--- src/hw/mist_io_params.svh ---
// fixed by the user_io SPI protocol and the core; keep CORE_TYPE in step with the controller firmware
`ifndef MIST_IO_PARAMS_SVH
`define MIST_IO_PARAMS_SVH

////////////////////////////////////////////////////////////
// core identification
////////////////////////////////////////////////////////////

`define CORE_TYPE        8'ha1    // minimig core id, sent during opcode byte

////////////////////////////////////////////////////////////
// configuration reset values
////////////////////////////////////////////////////////////

`define CFG_RESET_CPU    4'h0     // plain 68000, no cache, no fast kick
`define CFG_RESET_MEM    6'h05    // 1M chip, 512k slow, no fast
`define CFG_RESET_FLAGS  2'b11    // {joy_emu_en, scandoubler_off}

// pin synchronizer depth in clk_28, at least 2
`define SYNC_STAGES      2

`endif

--- src/hw/mist_io_pkg.sv ---
// shared types of the user_io block; encodings follow the controller firmware and must not move
package mist_io_pkg;

  ////////////////////////////////////////////////////////////
  // SPI opcodes, first byte of a transaction
  ////////////////////////////////////////////////////////////

  typedef enum logic [7:0] {
    op_joy0  = 8'h02,  // joystick 0, one data byte
    op_joy1  = 8'h03,  // joystick 1, one data byte
    op_mouse = 8'h04,  // buttons, dx, dy
    op_kbd   = 8'h05,  // one key code per data byte
    op_cfg   = 8'h06   // two config bytes
  } io_opcode_e;

  // decoder position inside a transaction
  typedef enum logic [2:0] {
    st_opcode,  // waiting for opcode byte
    st_data0,   // first data byte
    st_data1,   // second data byte
    st_data2,   // third data byte
    st_ignore   // drop bytes until select rises
  } dec_state_e;

  ////////////////////////////////////////////////////////////
  // keyboard / mouse event towards the core
  ////////////////////////////////////////////////////////////

  typedef enum logic [1:0] {
    km_mouse_x = 2'd0,  // dx, two's complement
    km_mouse_y = 2'd1,  // dy, two's complement
    km_kbd     = 2'd2   // raw key code
  } kbd_mouse_type_e;

  typedef struct packed {
    logic [7:0]      data;      // key code or motion
    kbd_mouse_type_e evt_type;  // what data means
  } kbd_mouse_evt_t;

  ////////////////////////////////////////////////////////////
  // core configuration
  ////////////////////////////////////////////////////////////

  typedef struct packed {
    logic [3:0] cpu_config;       // cpu type, cache, turbo
    logic [5:0] memcfg;           // chip / slow / fast sizes
    logic       scandoubler_off;  // 15khz video out
    logic       joy_emu_en;       // keyboard joystick emulation
  } core_cfg_t;

  // one config byte from the decoder
  typedef struct packed {
    logic       idx;   // 0 cpu byte, 1 flags and memcfg byte
    logic [7:0] data;
  } cfg_write_t;

endpackage

--- src/hw/core_config_regs.sv ---
// config bytes apply one cycle after cfg_wr_en; values survive transactions until the next arst_n
`include "mist_io_params.svh"

module core_config_regs (
  input  logic                    clk_28,
  input  logic                    arst_n,
  input  mist_io_pkg::cfg_write_t cfg_wr,     // byte index and data
  input  logic                    cfg_wr_en,  // one cycle per byte
  output mist_io_pkg::core_cfg_t  core_cfg
);

  import mist_io_pkg::*;

  ////////////////////////////////////////////////////////////
  // reset defaults
  ////////////////////////////////////////////////////////////

  localparam logic [1:0] RST_FLAGS = `CFG_RESET_FLAGS;  // {joy_emu_en, scandoubler_off}

  localparam core_cfg_t CFG_RESET = '{
    cpu_config:      `CFG_RESET_CPU,
    memcfg:          `CFG_RESET_MEM,
    scandoubler_off: RST_FLAGS[0],
    joy_emu_en:      RST_FLAGS[1]
  };

  ////////////////////////////////////////////////////////////
  // byte-wise writes
  ////////////////////////////////////////////////////////////

  // byte 0 : cpu_config in low nibble, high nibble unused
  // byte 1 : joy_emu_en, scandoubler_off, memcfg[5:0]
  always_ff @(posedge clk_28 or negedge arst_n) begin
    if (!arst_n) begin
      core_cfg <= CFG_RESET;
    end else if (cfg_wr_en) begin
      if (!cfg_wr.idx) begin
        core_cfg.cpu_config <= cfg_wr.data[3:0];
      end else begin
        core_cfg.joy_emu_en      <= cfg_wr.data[7];
        core_cfg.scandoubler_off <= cfg_wr.data[6];
        core_cfg.memcfg          <= cfg_wr.data[5:0];
      end
    end
  end

endmodule

--- src/hw/mist_io_top.sv ---
// pad tristate sits outside, spi_do_en drives it; clk_28 must run at least 4x spi_sck
module mist_io_top (
  input  logic                        clk_28,
  input  logic                        arst_n,
  input  logic                        spi_sck,
  input  logic                        spi_di,
  input  logic                        conf_data0,        // user_io select, active low
  input  logic                        spi_ss2,           // fpga core select
  input  logic                        spi_ss3,           // osd select
  input  logic                        core_sdo,          // core's own data out
  output logic                        spi_do,
  output logic                        spi_do_en,         // pad output enable
  output logic [5:0]                  joy0,
  output logic [5:0]                  joy1,
  output logic [2:0]                  mouse_buttons,
  output mist_io_pkg::kbd_mouse_evt_t kbd_mouse,
  output logic                        kbd_mouse_strobe,
  output mist_io_pkg::core_cfg_t      core_cfg
);

  import mist_io_pkg::*;

  logic [7:0] rx_byte;
  logic       byte_valid;
  logic       first_byte;
  logic       xfer_end;
  logic       user_miso;  // reply from user_io link
  cfg_write_t cfg_wr;
  logic       cfg_wr_en;
  logic       core_sel;   // core or osd addressed

  spi_byte_link u_link (
    .clk_28     (clk_28    ),
    .arst_n     (arst_n    ),
    .spi_sck    (spi_sck   ),
    .spi_di     (spi_di    ),
    .conf_data0 (conf_data0),
    .rx_byte    (rx_byte   ),
    .byte_valid (byte_valid),
    .first_byte (first_byte),
    .xfer_end   (xfer_end  ),
    .miso       (user_miso )
  );

  user_io_decoder u_dec (
    .clk_28           (clk_28          ),
    .arst_n           (arst_n          ),
    .rx_byte          (rx_byte         ),
    .byte_valid       (byte_valid      ),
    .first_byte       (first_byte      ),
    .xfer_end         (xfer_end        ),
    .joy0             (joy0            ),
    .joy1             (joy1            ),
    .mouse_buttons    (mouse_buttons   ),
    .kbd_mouse        (kbd_mouse       ),
    .kbd_mouse_strobe (kbd_mouse_strobe),
    .cfg_wr           (cfg_wr          ),
    .cfg_wr_en        (cfg_wr_en       )
  );

  core_config_regs u_cfg (
    .clk_28    (clk_28   ),
    .arst_n    (arst_n   ),
    .cfg_wr    (cfg_wr   ),
    .cfg_wr_en (cfg_wr_en),
    .core_cfg  (core_cfg )
  );

  ////////////////////////////////////////////////////////////
  // shared data-out select, user_io wins
  ////////////////////////////////////////////////////////////

  assign core_sel  = !spi_ss2 || !spi_ss3;
  assign spi_do    = !conf_data0 ? user_miso : (core_sel ? core_sdo : 1'b0);  // low when released
  assign spi_do_en = !conf_data0 || core_sel;

endmodule

--- src/hw/spi_byte_link.sv ---
// SPI mode 0, MSB first, oversampled; clk_28 must run at least 4x spi_sck, no sck while deselected
`include "mist_io_params.svh"

module spi_byte_link (
  input  logic       clk_28,
  input  logic       arst_n,
  input  logic       spi_sck,     // from io controller
  input  logic       spi_di,      // mosi
  input  logic       conf_data0,  // user_io select, active low
  output logic [7:0] rx_byte,     // last complete byte
  output logic       byte_valid,  // one cycle per byte
  output logic       first_byte,  // rx_byte is the opcode
  output logic       xfer_end,    // one cycle on select release
  output logic       miso         // reply bit towards the master
);

  // pin order in the synchronizer is {sck, di, ss}
  localparam logic [2:0] PIN_IDLE = 3'b001;  // sck low, select released

  ////////////////////////////////////////////////////////////
  // pin synchronizer and edge detection
  ////////////////////////////////////////////////////////////

  logic [`SYNC_STAGES-1:0][2:0] pin_sync;  // stage 0 is nearest the pins
  logic                         sck_s;
  logic                         di_s;
  logic                         ss_s;
  logic                         sck_q;     // edge register
  logic                         ss_q;
  logic                         sck_rise;
  logic                         sck_fall;
  logic                         ss_rise;

  always_ff @(posedge clk_28 or negedge arst_n) begin
    if (!arst_n) begin
      pin_sync <= {`SYNC_STAGES{PIN_IDLE}};
      sck_q    <= 1'b0;
      ss_q     <= 1'b1;
    end else begin
      pin_sync <= {pin_sync[`SYNC_STAGES-2:0], {spi_sck, spi_di, conf_data0}};
      sck_q    <= sck_s;
      ss_q     <= ss_s;
    end
  end

  assign {sck_s, di_s, ss_s} = pin_sync[`SYNC_STAGES-1];

  assign sck_rise = sck_s & ~sck_q;  // master samples here too
  assign sck_fall = ~sck_s & sck_q;
  assign ss_rise  = ss_s & ~ss_q;

  ////////////////////////////////////////////////////////////
  // receive side
  ////////////////////////////////////////////////////////////

  logic [2:0] bit_cnt;   // bits seen in current byte
  logic       in_first;  // no byte yet in this transaction
  logic [6:0] rx_shift;  // bits 7..1 of the byte in flight

  always_ff @(posedge clk_28 or negedge arst_n) begin
    if (!arst_n) begin
      bit_cnt    <= 3'd0;
      in_first   <= 1'b1;
      byte_valid <= 1'b0;
      first_byte <= 1'b0;
      xfer_end   <= 1'b0;
    end else begin
      byte_valid <= 1'b0;
      xfer_end   <= ss_rise;
      if (ss_s) begin
        bit_cnt  <= 3'd0;  // partial byte dropped here
        in_first <= 1'b1;
      end else if (sck_rise) begin
        bit_cnt <= bit_cnt + 3'd1;  // wraps after bit 0
        if (bit_cnt == 3'd7) begin
          byte_valid <= 1'b1;
          first_byte <= in_first;
          in_first   <= 1'b0;
        end
      end
    end
  end

  // data path, qualified by byte_valid
  always_ff @(posedge clk_28) begin
    if (sck_rise && !ss_s) begin
      rx_shift <= {rx_shift[5:0], di_s};
      if (bit_cnt == 3'd7)
        rx_byte <= {rx_shift, di_s};  // bit 0 arrives last
    end
  end

  ////////////////////////////////////////////////////////////
  // transmit side
  ////////////////////////////////////////////////////////////

  logic [7:0] tx_shift;

  // held at the id while deselected, so it is in place when select falls
  always_ff @(posedge clk_28 or negedge arst_n) begin
    if (!arst_n) begin
      tx_shift <= 8'h00;
    end else if (ss_s) begin
      tx_shift <= `CORE_TYPE;
    end else if (sck_fall) begin
      tx_shift <= {tx_shift[6:0], 1'b0};  // zeros after the id
    end
  end

  assign miso = tx_shift[7];

endmodule

--- src/hw/user_io_decoder.sv ---
// bytes after the opcode go to joystick, mouse, keyboard or config; no back-pressure on any output
module user_io_decoder (
  input  logic                        clk_28,
  input  logic                        arst_n,
  input  logic [7:0]                  rx_byte,
  input  logic                        byte_valid,        // one cycle per byte
  input  logic                        first_byte,        // rx_byte is the opcode
  input  logic                        xfer_end,          // select released
  output logic [5:0]                  joy0,              // {fire2, fire, up, down, left, right}
  output logic [5:0]                  joy1,
  output logic [2:0]                  mouse_buttons,
  output mist_io_pkg::kbd_mouse_evt_t kbd_mouse,
  output logic                        kbd_mouse_strobe,  // one cycle per event
  output mist_io_pkg::cfg_write_t     cfg_wr,
  output logic                        cfg_wr_en          // one cycle per config byte
);

  import mist_io_pkg::*;

  dec_state_e state;
  io_opcode_e opcode;  // latched on first byte
  io_opcode_e rx_op;   // incoming byte seen as opcode

  assign rx_op = io_opcode_e'(rx_byte);

  ////////////////////////////////////////////////////////////
  // transaction FSM
  ////////////////////////////////////////////////////////////

  always_ff @(posedge clk_28 or negedge arst_n) begin
    if (!arst_n) begin
      state            <= st_opcode;
      opcode           <= op_joy0;
      joy0             <= 6'd0;
      joy1             <= 6'd0;
      mouse_buttons    <= 3'd0;
      kbd_mouse        <= '{data: 8'h00, evt_type: km_mouse_x};
      kbd_mouse_strobe <= 1'b0;
      cfg_wr           <= '{idx: 1'b0, data: 8'h00};
      cfg_wr_en        <= 1'b0;
    end else begin
      kbd_mouse_strobe <= 1'b0;  // strobes last one cycle
      cfg_wr_en        <= 1'b0;
      if (xfer_end) begin
        state <= st_opcode;  // also covers aborted bytes
      end else if (byte_valid && first_byte) begin
        opcode <= rx_op;
        case (rx_op)
          op_joy0, op_joy1, op_mouse, op_kbd, op_cfg: state <= st_data0;
          default:                                    state <= st_ignore;  // unknown
        endcase
      end else if (byte_valid) begin
        case (state)
          st_data0: begin
            case (opcode)
              op_joy0: begin
                joy0  <= rx_byte[5:0];  // top two bits unused
                state <= st_ignore;
              end
              op_joy1: begin
                joy1  <= rx_byte[5:0];
                state <= st_ignore;
              end
              op_mouse: begin
                mouse_buttons <= rx_byte[2:0];
                state         <= st_data1;
              end
              op_kbd: begin
                kbd_mouse        <= '{data: rx_byte, evt_type: km_kbd};
                kbd_mouse_strobe <= 1'b1;  // stay here, every byte is a key
              end
              op_cfg: begin
                cfg_wr    <= '{idx: 1'b0, data: rx_byte};
                cfg_wr_en <= 1'b1;
                state     <= st_data1;
              end
              default: state <= st_ignore;
            endcase
          end
          st_data1: begin
            case (opcode)
              op_mouse: begin
                kbd_mouse        <= '{data: rx_byte, evt_type: km_mouse_x};  // dx
                kbd_mouse_strobe <= 1'b1;
                state            <= st_data2;
              end
              op_cfg: begin
                cfg_wr    <= '{idx: 1'b1, data: rx_byte};
                cfg_wr_en <= 1'b1;
                state     <= st_ignore;  // later config bytes dropped
              end
              default: state <= st_ignore;
            endcase
          end
          st_data2: begin
            if (opcode == op_mouse) begin
              kbd_mouse        <= '{data: rx_byte, evt_type: km_mouse_y};  // dy
              kbd_mouse_strobe <= 1'b1;
            end
            state <= st_ignore;
          end
          default: state <= state;  // opcode wait or ignore
        endcase
      end
    end
  end

endmodule

--- config.mk ---
export PLATFORM = sky130hd
export DESIGN_NAME = mist_io_top
export DESIGN_NICKNAME = d
export VERILOG_FILES = /design/src/hw/mist_io_pkg.sv /design/src/hw/core_config_regs.sv /design/src/hw/mist_io_top.sv /design/src/hw/spi_byte_link.sv /design/src/hw/user_io_decoder.sv
export VERILOG_INCLUDE_DIRS = /design/src /design/src/hw
export SDC_FILE = /design/constraint.sdc
export NUM_CORES = 1
export LEC_CHECK = 0
export ABC_CLOCK_PERIOD_IN_PS = 5900
export CORE_MARGIN = 4
export CORE_UTILIZATION = 65
export DETAILED_ROUTE_END_ITERATION = 8
export DONT_BUFFER_PORTS = 1
export GPL_ROUTABILITY_DRIVEN = 0
export PLACE_DENSITY = 0.93
export SLEW_MARGIN = 20
export SYNTH_ARGS = -nofsm -noshare
export SYNTH_HDL_FRONTEND = slang
export SYNTH_HIERARCHICAL = 1
export SYNTH_SLANG_ARGS = --single-unit
--- constraint.sdc ---
create_clock -name clk_28 -period 5.9 [get_ports clk_28]
set_input_delay 0.885 -clock clk_28 [delete_from_list [all_inputs] [get_ports clk_28]]
set_output_delay 0.885 -clock clk_28 [all_outputs]
set_load 0.01 [all_outputs]
# ---- Word level (Yosys, flattened, before mapping)
# Cells that the tools add are included.
dict set report totals {
  inputBits 8
  romBits 0
  word_cells 126
  latchBits 0
  mem_count 0
  output_inout_bits 40
  ram_bits 0
  ff_bits 97
}
dict set report classes {
  shift 0
  bitwise 10
  addsub 1
  n_mul 0
  eq_ne 20
  n_lt_le_gt_ge 0
  n_reduce_logical 31
  mux 37
  div_mod_pow 0
}
# operator n
set ops {}
lappend ops {{$eq A8 B3 Y1 const B} 6}
lappend ops {{$eq A8 B2 Y1 const B} 4}
lappend ops {{$mux W10} 3}
lappend ops {{$pmux W10 S3} 1}
lappend ops {{$mux W3} 7}
lappend ops {{$mux W1} 18}
lappend ops {{$mux W9} 2}
lappend ops {{$pmux W9 S2} 1}
lappend ops {{$mux W8} 2}
lappend ops {{$reduce_and A5 Y1} 3}
lappend ops {{$reduce_and A2 Y1} 5}
lappend ops {{$pmux W3 S3} 1}
lappend ops {{$reduce_bool A2 Y1} 4}
lappend ops {{$not A1 Y1} 7}
lappend ops {{$reduce_and A7 Y1} 1}
lappend ops {{$eq A3 B2 Y1 const B} 2}
lappend ops {{$ne A2 B1 Y1 const B} 3}
lappend ops {{$pmux W3 S2} 1}
lappend ops {{$reduce_and A3 Y1} 2}
lappend ops {{$reduce_and A6 Y1} 1}
lappend ops {{$reduce_bool A3 Y1} 2}
lappend ops {{$reduce_or A2 Y1} 3}
lappend ops {{$reduce_bool A5 Y1} 1}
lappend ops {{$reduce_or A5 Y1} 1}
lappend ops {{10 further kinds} 18}

# ---- Logic depth before layout (Yosys ltp)
dict set report depth {
  word_depth 7
  depth_mapped 6
  mapped_depth_nobuf 5
}

# ---- Modules after synthesis
# Netlist, hierarchy kept.
# module seq_area_each_um2 area_each_um2 cells_per_inst n_inst
set modules_own_cells {}
lappend modules_own_cells {user_io_decoder 1177.4 2011.9 146 1}
lappend modules_own_cells {spi_byte_link 1031.0 1306.3 82 1}
lappend modules_own_cells {core_config_regs 305.3 465.4 26 1}
lappend modules_own_cells {mist_io_top 0.0 27.5 3 1}

# ---- Least setup slack after synthesis
# Ideal clock, no wire load.
dict set report synth_path {
  kind {input port to output port}
  start {input port core_sdo}
  end {output port spi_do}
  cell_stages 2
  path_slack_ns 3.759
  path_buffers 0
  t_required_ns 5.015
  t_arrival_ns 1.256
  cell_sequence {a21boi_1 -> mux2_4}
}
dict set report synth_via {
  elab_chain_cells 2
}
# element line_no
set synth_lines {}
lappend synth_lines {{start: declaration} mist_io_top.sv:10} ;# input logic core_sdo,
lappend synth_lines {{$mux W1 (2 in series)} mist_io_top.sv:74} ;# assign spi_do = !conf_data0 ? user_miso : (core_sel ? core_sdo : 1'b0);
lappend synth_lines {{end: declaration} mist_io_top.sv:11} ;# output logic spi_do,
# No other way between the ends.

# ---- Worst setup path after layout
dict set report layout_path {
  start {register u_dec.opcode[3]}
  end {register u_dec/cfg_wr[5] (netlist name)}
}
dict set report layout_via {
  elab_chain_cells 3
  word_cells_on_any_way 4
  classes_between {eq/ne (3); reduce/logical (1)}
}
# element line_no
set layout_lines {}
lappend layout_lines {{start: declaration} user_io_decoder.sv:21} ;# io_opcode_e opcode;
lappend layout_lines {{start signal: assignment} user_io_decoder.sv:33} ;# opcode <= op_joy0;
lappend layout_lines {{start signal: assignment} user_io_decoder.sv:47} ;# opcode <= rx_op;
lappend layout_lines {{$eq A8 B3 Y1 *} {user_io_decoder.sv:55, user_io_decoder.sv:81}}
lappend layout_lines {{$ne A2 B2 Y1 (no line) / $ne A2 B1 Y1 (equally long branches)} --}
lappend layout_lines {{$reduce_and A6 Y1 (no line) *} --}
# Mark *: on every way between the ends. The rest lies on a longest branch, timed or not.
# A chain may end at the register's enable or synchronous reset.

==> results.cfg <==
[status]
outcome = completed

[power_and_ir_drop]
switchingPower_uw = 242
comb_power_share_pct = 1.1
power.density_mw_per_mm2 = 289
power.internal_uw = 937
leakagePower_uw = 0.00190
pwr-share-seq_pct = 58.8
clockPowerShare_pct = 40.2
vdd.ir_drop.worst_mv = 0.210
p_sw_share_pct = 20.6

[worst_setup_path]
startpoint_type = flop
r2r_start = u_dec/opcode[3]
crit-reg2reg-capture = u_dec/cfg_wr[5]
worst_ep_arrival_time_ps = 2520
worstPathMaxFanout = 10
critical_path.startpoint = u_dec/opcode[3]
reg2reg_setup_slack_ps = 3620
cp.required_ps = 6140
ff2ff_path_depth = 4
critical_path.endpoint = u_dec/cfg_wr[5]
critPathCaptureType = flop
timing.setup.critical_path_class = reg2reg

[yosys]
synth.yosys.warnings = 6
syn_area_per_cell_um2 = 14.8
seq_area_frac_synth_pct = 66.0
ys_ff_latch = 97
postSynthCellCount = 257
synthesis.nets = 267
synth_simple_gate_area_share_pct = 11.1
postSynth.asyncResetShare_pct = 84.5
synth_mux_area_share_pct = 17.5
post_synth_num_cell_types = 42
ys_dominant_reg_cell = sky130_fd_sc_hd__dfrtp_1
synth_adder_area_share_pct = 0.657
synth_compound_area_share_pct = 2.95
synth-edff-count = 15
main_combinational_cell_family_by_area_after_synthesis = multiplexers
netlist_area_mm2 = 0.00381
post_synth_xor_area_fraction_pct = 0.460

[floorplanning]
placementRows = 27
die_x_um = 84.6
die_area_mm2 = 0.00715
floorplan.core_area_mm2 = 0.00561
num_io_pins = 48
die_h_um = 84.6
initial_util_pct = 68.0

[clock_tree]
buffer_cell_driving_the_clock_tree_root = sky130_fd_sc_hd__clkbuf_8
post_cts.repair.setup_buffers = 0
cts.sinks = 97
cts_tree = yes
post_cts.resized_instances = 0
cts_hold_buffers = 0
clk_pin_slew_worst_paths_ps = 90
clkLatencyLatePin_ps = 350
htree_levels = 3
tritoncts.num_buffers = 9
cts.path.max_buffers = 2

[final_layout]
final_cell_mix = sky130_fd_sc_hd__dfrtp_1 (73), sky130_fd_sc_hd__mux2_2 (53), sky130_fd_sc_hd__nand2_1 (18)
most_common_library_cell_in_the_layout_ignoring_fill_and_taps = sky130_fd_sc_hd__dfrtp_1
nets = 271
areaGrowthSynthToFinish_pct = 7.12
drive_gt1_share_pct = 33.8
diode_count = 0
fin_util_pct = 72.8

[global_routing]
grt.total_usage_pct = 19.9
number_of_global_route_vias_before_repair = 2200
globalRoute.totalOverflow = 0
grt_pass1_wl_mm = 11.0
grt_start_max_net_pins = 83
grt_antenna_before_repair = 0

[route]
wl_per_cell_um = 19.5
routed-via-count = 2037
antenna_violating_nets_post_route = 0
drtPass1Iterations = 4
vias_per_cell = 6.03
remaining_drc_errors = 0
totalWireLength_mm = 6.60
first_iter_violations = 132

[placed_design]
placement.io_buffers = 0
half_perimeter_wire_length_of_the_detailed_placement_result_mm = 4.51
place_ws_ps = 3660

[sta]
tightestPinTransition_ps = 661
report.final.setup_viol = 0
fin_crit_ps = 2280
final_hold_viol_count = 0
tns_ps = 0
slew_headroom_pct = 55.6
slew_violations = 0
max_clock_freq_ghz = 0.438
rsz_0062_raised_after_global_routing = false
clock-skew-final_ps = 7.75
fin_crit_sh_pct = 38.7
post-route-worst-setup-slack_ps = 3620

[job]
max_cap_viols = 0

[hold_path]
min_path_type = in2async
==> stage by stage <==
stage	hold slack [ps]	total power, uW	instance area (um2)	std cells
final	217	1180	4080	338
after global routing	188	1220	4080	338
after CTS	192	1190	4080	338
after detailed placement	349	719	3860	322
after global placement	331	718	3860	322
after floorplan	331	717	3810	257
==> per-layer routing <==
layer  global-route usage (%)  share of wire [%]  vias up
li1                         -                  -      918
met1                     25.3                 42     1052
met2                     31.5                 50       55
met3                     4.81                5.8       12
met4                     11.2                2.0        0
met5                        0                  0        -
==> power by group through the flow <==
stage	Sequential (uW)	Combinational (uW)	Clock, uW
global route	694	14.2	515
floorplan	704	13.0	0
CTS	693	12.7	485
global placement	705	12.1	0
finish	693	12.5	474
detailed placement	706	12.7	0
==> flip-flops by register name, indices dropped and copies added, names as in the netlist, 5 cells and up <==
signal           flops
u_link/rx_shift      7
u_link/pin_sync      5
u_dec/cfg_wr         9
u_dec/opcode         8
u_link/tx_shift      8
u_dec/joy1           6
u_dec/joy0           6
u_dec/kbd_mouse     10
u_cfg/core_cfg      12
u_link/rx_byte       8
==> worst max-delay path, cell delays in order, from the launching register on <==
cell and delay (ps):
sky130_fd_sc_hd__dfrtp_1 390, sky130_fd_sc_hd__or4_4 570, sky130_fd_sc_hd__nor4_4 300, sky130_fd_sc_hd__and4bb_1 530, sky130_fd_sc_hd__mux2_2 390
==> cell usage after synthesis (2+ instances only) <==
master | n | area share [%]
sky130_fd_sc_hd__nand3_2 | 2 | 0.53
sky130_fd_sc_hd__nand2b_1 | 5 | 0.82
sky130_fd_sc_hd__edfxtp_1 | 15 | 12
sky130_fd_sc_hd__dfrtp_1 | 73 | 48
sky130_fd_sc_hd__nor2_1 | 9 | 0.89
sky130_fd_sc_hd__mux2_2 | 53 | 16
sky130_fd_sc_hd__buf_2 | 2 | 0.26
sky130_fd_sc_hd__mux2_4 | 2 | 0.79
sky130_fd_sc_hd__nand2b_4 | 2 | 0.72
sky130_fd_sc_hd__and3_1 | 2 | 0.33
sky130_fd_sc_hd__inv_1 | 2 | 0.20
sky130_fd_sc_hd__nand4_1 | 2 | 0.33
sky130_fd_sc_hd__dfstp_2 | 9 | 6.2
sky130_fd_sc_hd__o21ai_0 | 3 | 0.39
sky130_fd_sc_hd__buf_6 | 2 | 0.59
sky130_fd_sc_hd__nor3_1 | 7 | 0.92
sky130_fd_sc_hd__nand3b_1 | 3 | 0.59
sky130_fd_sc_hd__nor2b_1 | 6 | 0.99
sky130_fd_sc_hd__ha_1 | 2 | 0.66
sky130_fd_sc_hd__nand2_1 | 18 | 1.8
sky130_fd_sc_hd__a21oi_1 | 10 | 1.3
sky130_fd_sc_hd__clkbuf_1 | 3 | 0.30
sky130_fd_sc_hd__nand3_1 | 4 | 0.53
sky130_fd_sc_hd__mux2i_1 | 3 | 0.79
==> cell type report <==
class	count	area, um2
clock inverter	7	101
clock buffer	9	124
tap	72	90.1
multi-input combinational	151	1250
inverter	2	7.51
fill	360	1530
sequential	97	2510
==> worst min-delay path by stage <==
stage | slack, ps | startpoint | endpoint
after floorplan | 330 | u_link/pin_sync[1] | u_link/di_s
after global placement | 330 | u_link/pin_sync[2] | u_link/pin_sync[5]
after detailed placement | 350 | u_link/pin_sync[2] | u_link/pin_sync[5]
after CTS | 190 | arst_n | u_cfg/core_cfg[5]
after global routing | 190 | arst_n | u_dec/opcode[7]
final | 220 | arst_n | u_dec/state[2]
==> logic make-up after synthesis <==
family	after synthesis
adders and majority gates	2
buffers and inverters	9
AOI/OAI and AO/OA	19
xor gates and xnor gates	2
and+or+nand+nor	69
muxes	59
DFF	97
(Power assumes the default switching activity.)
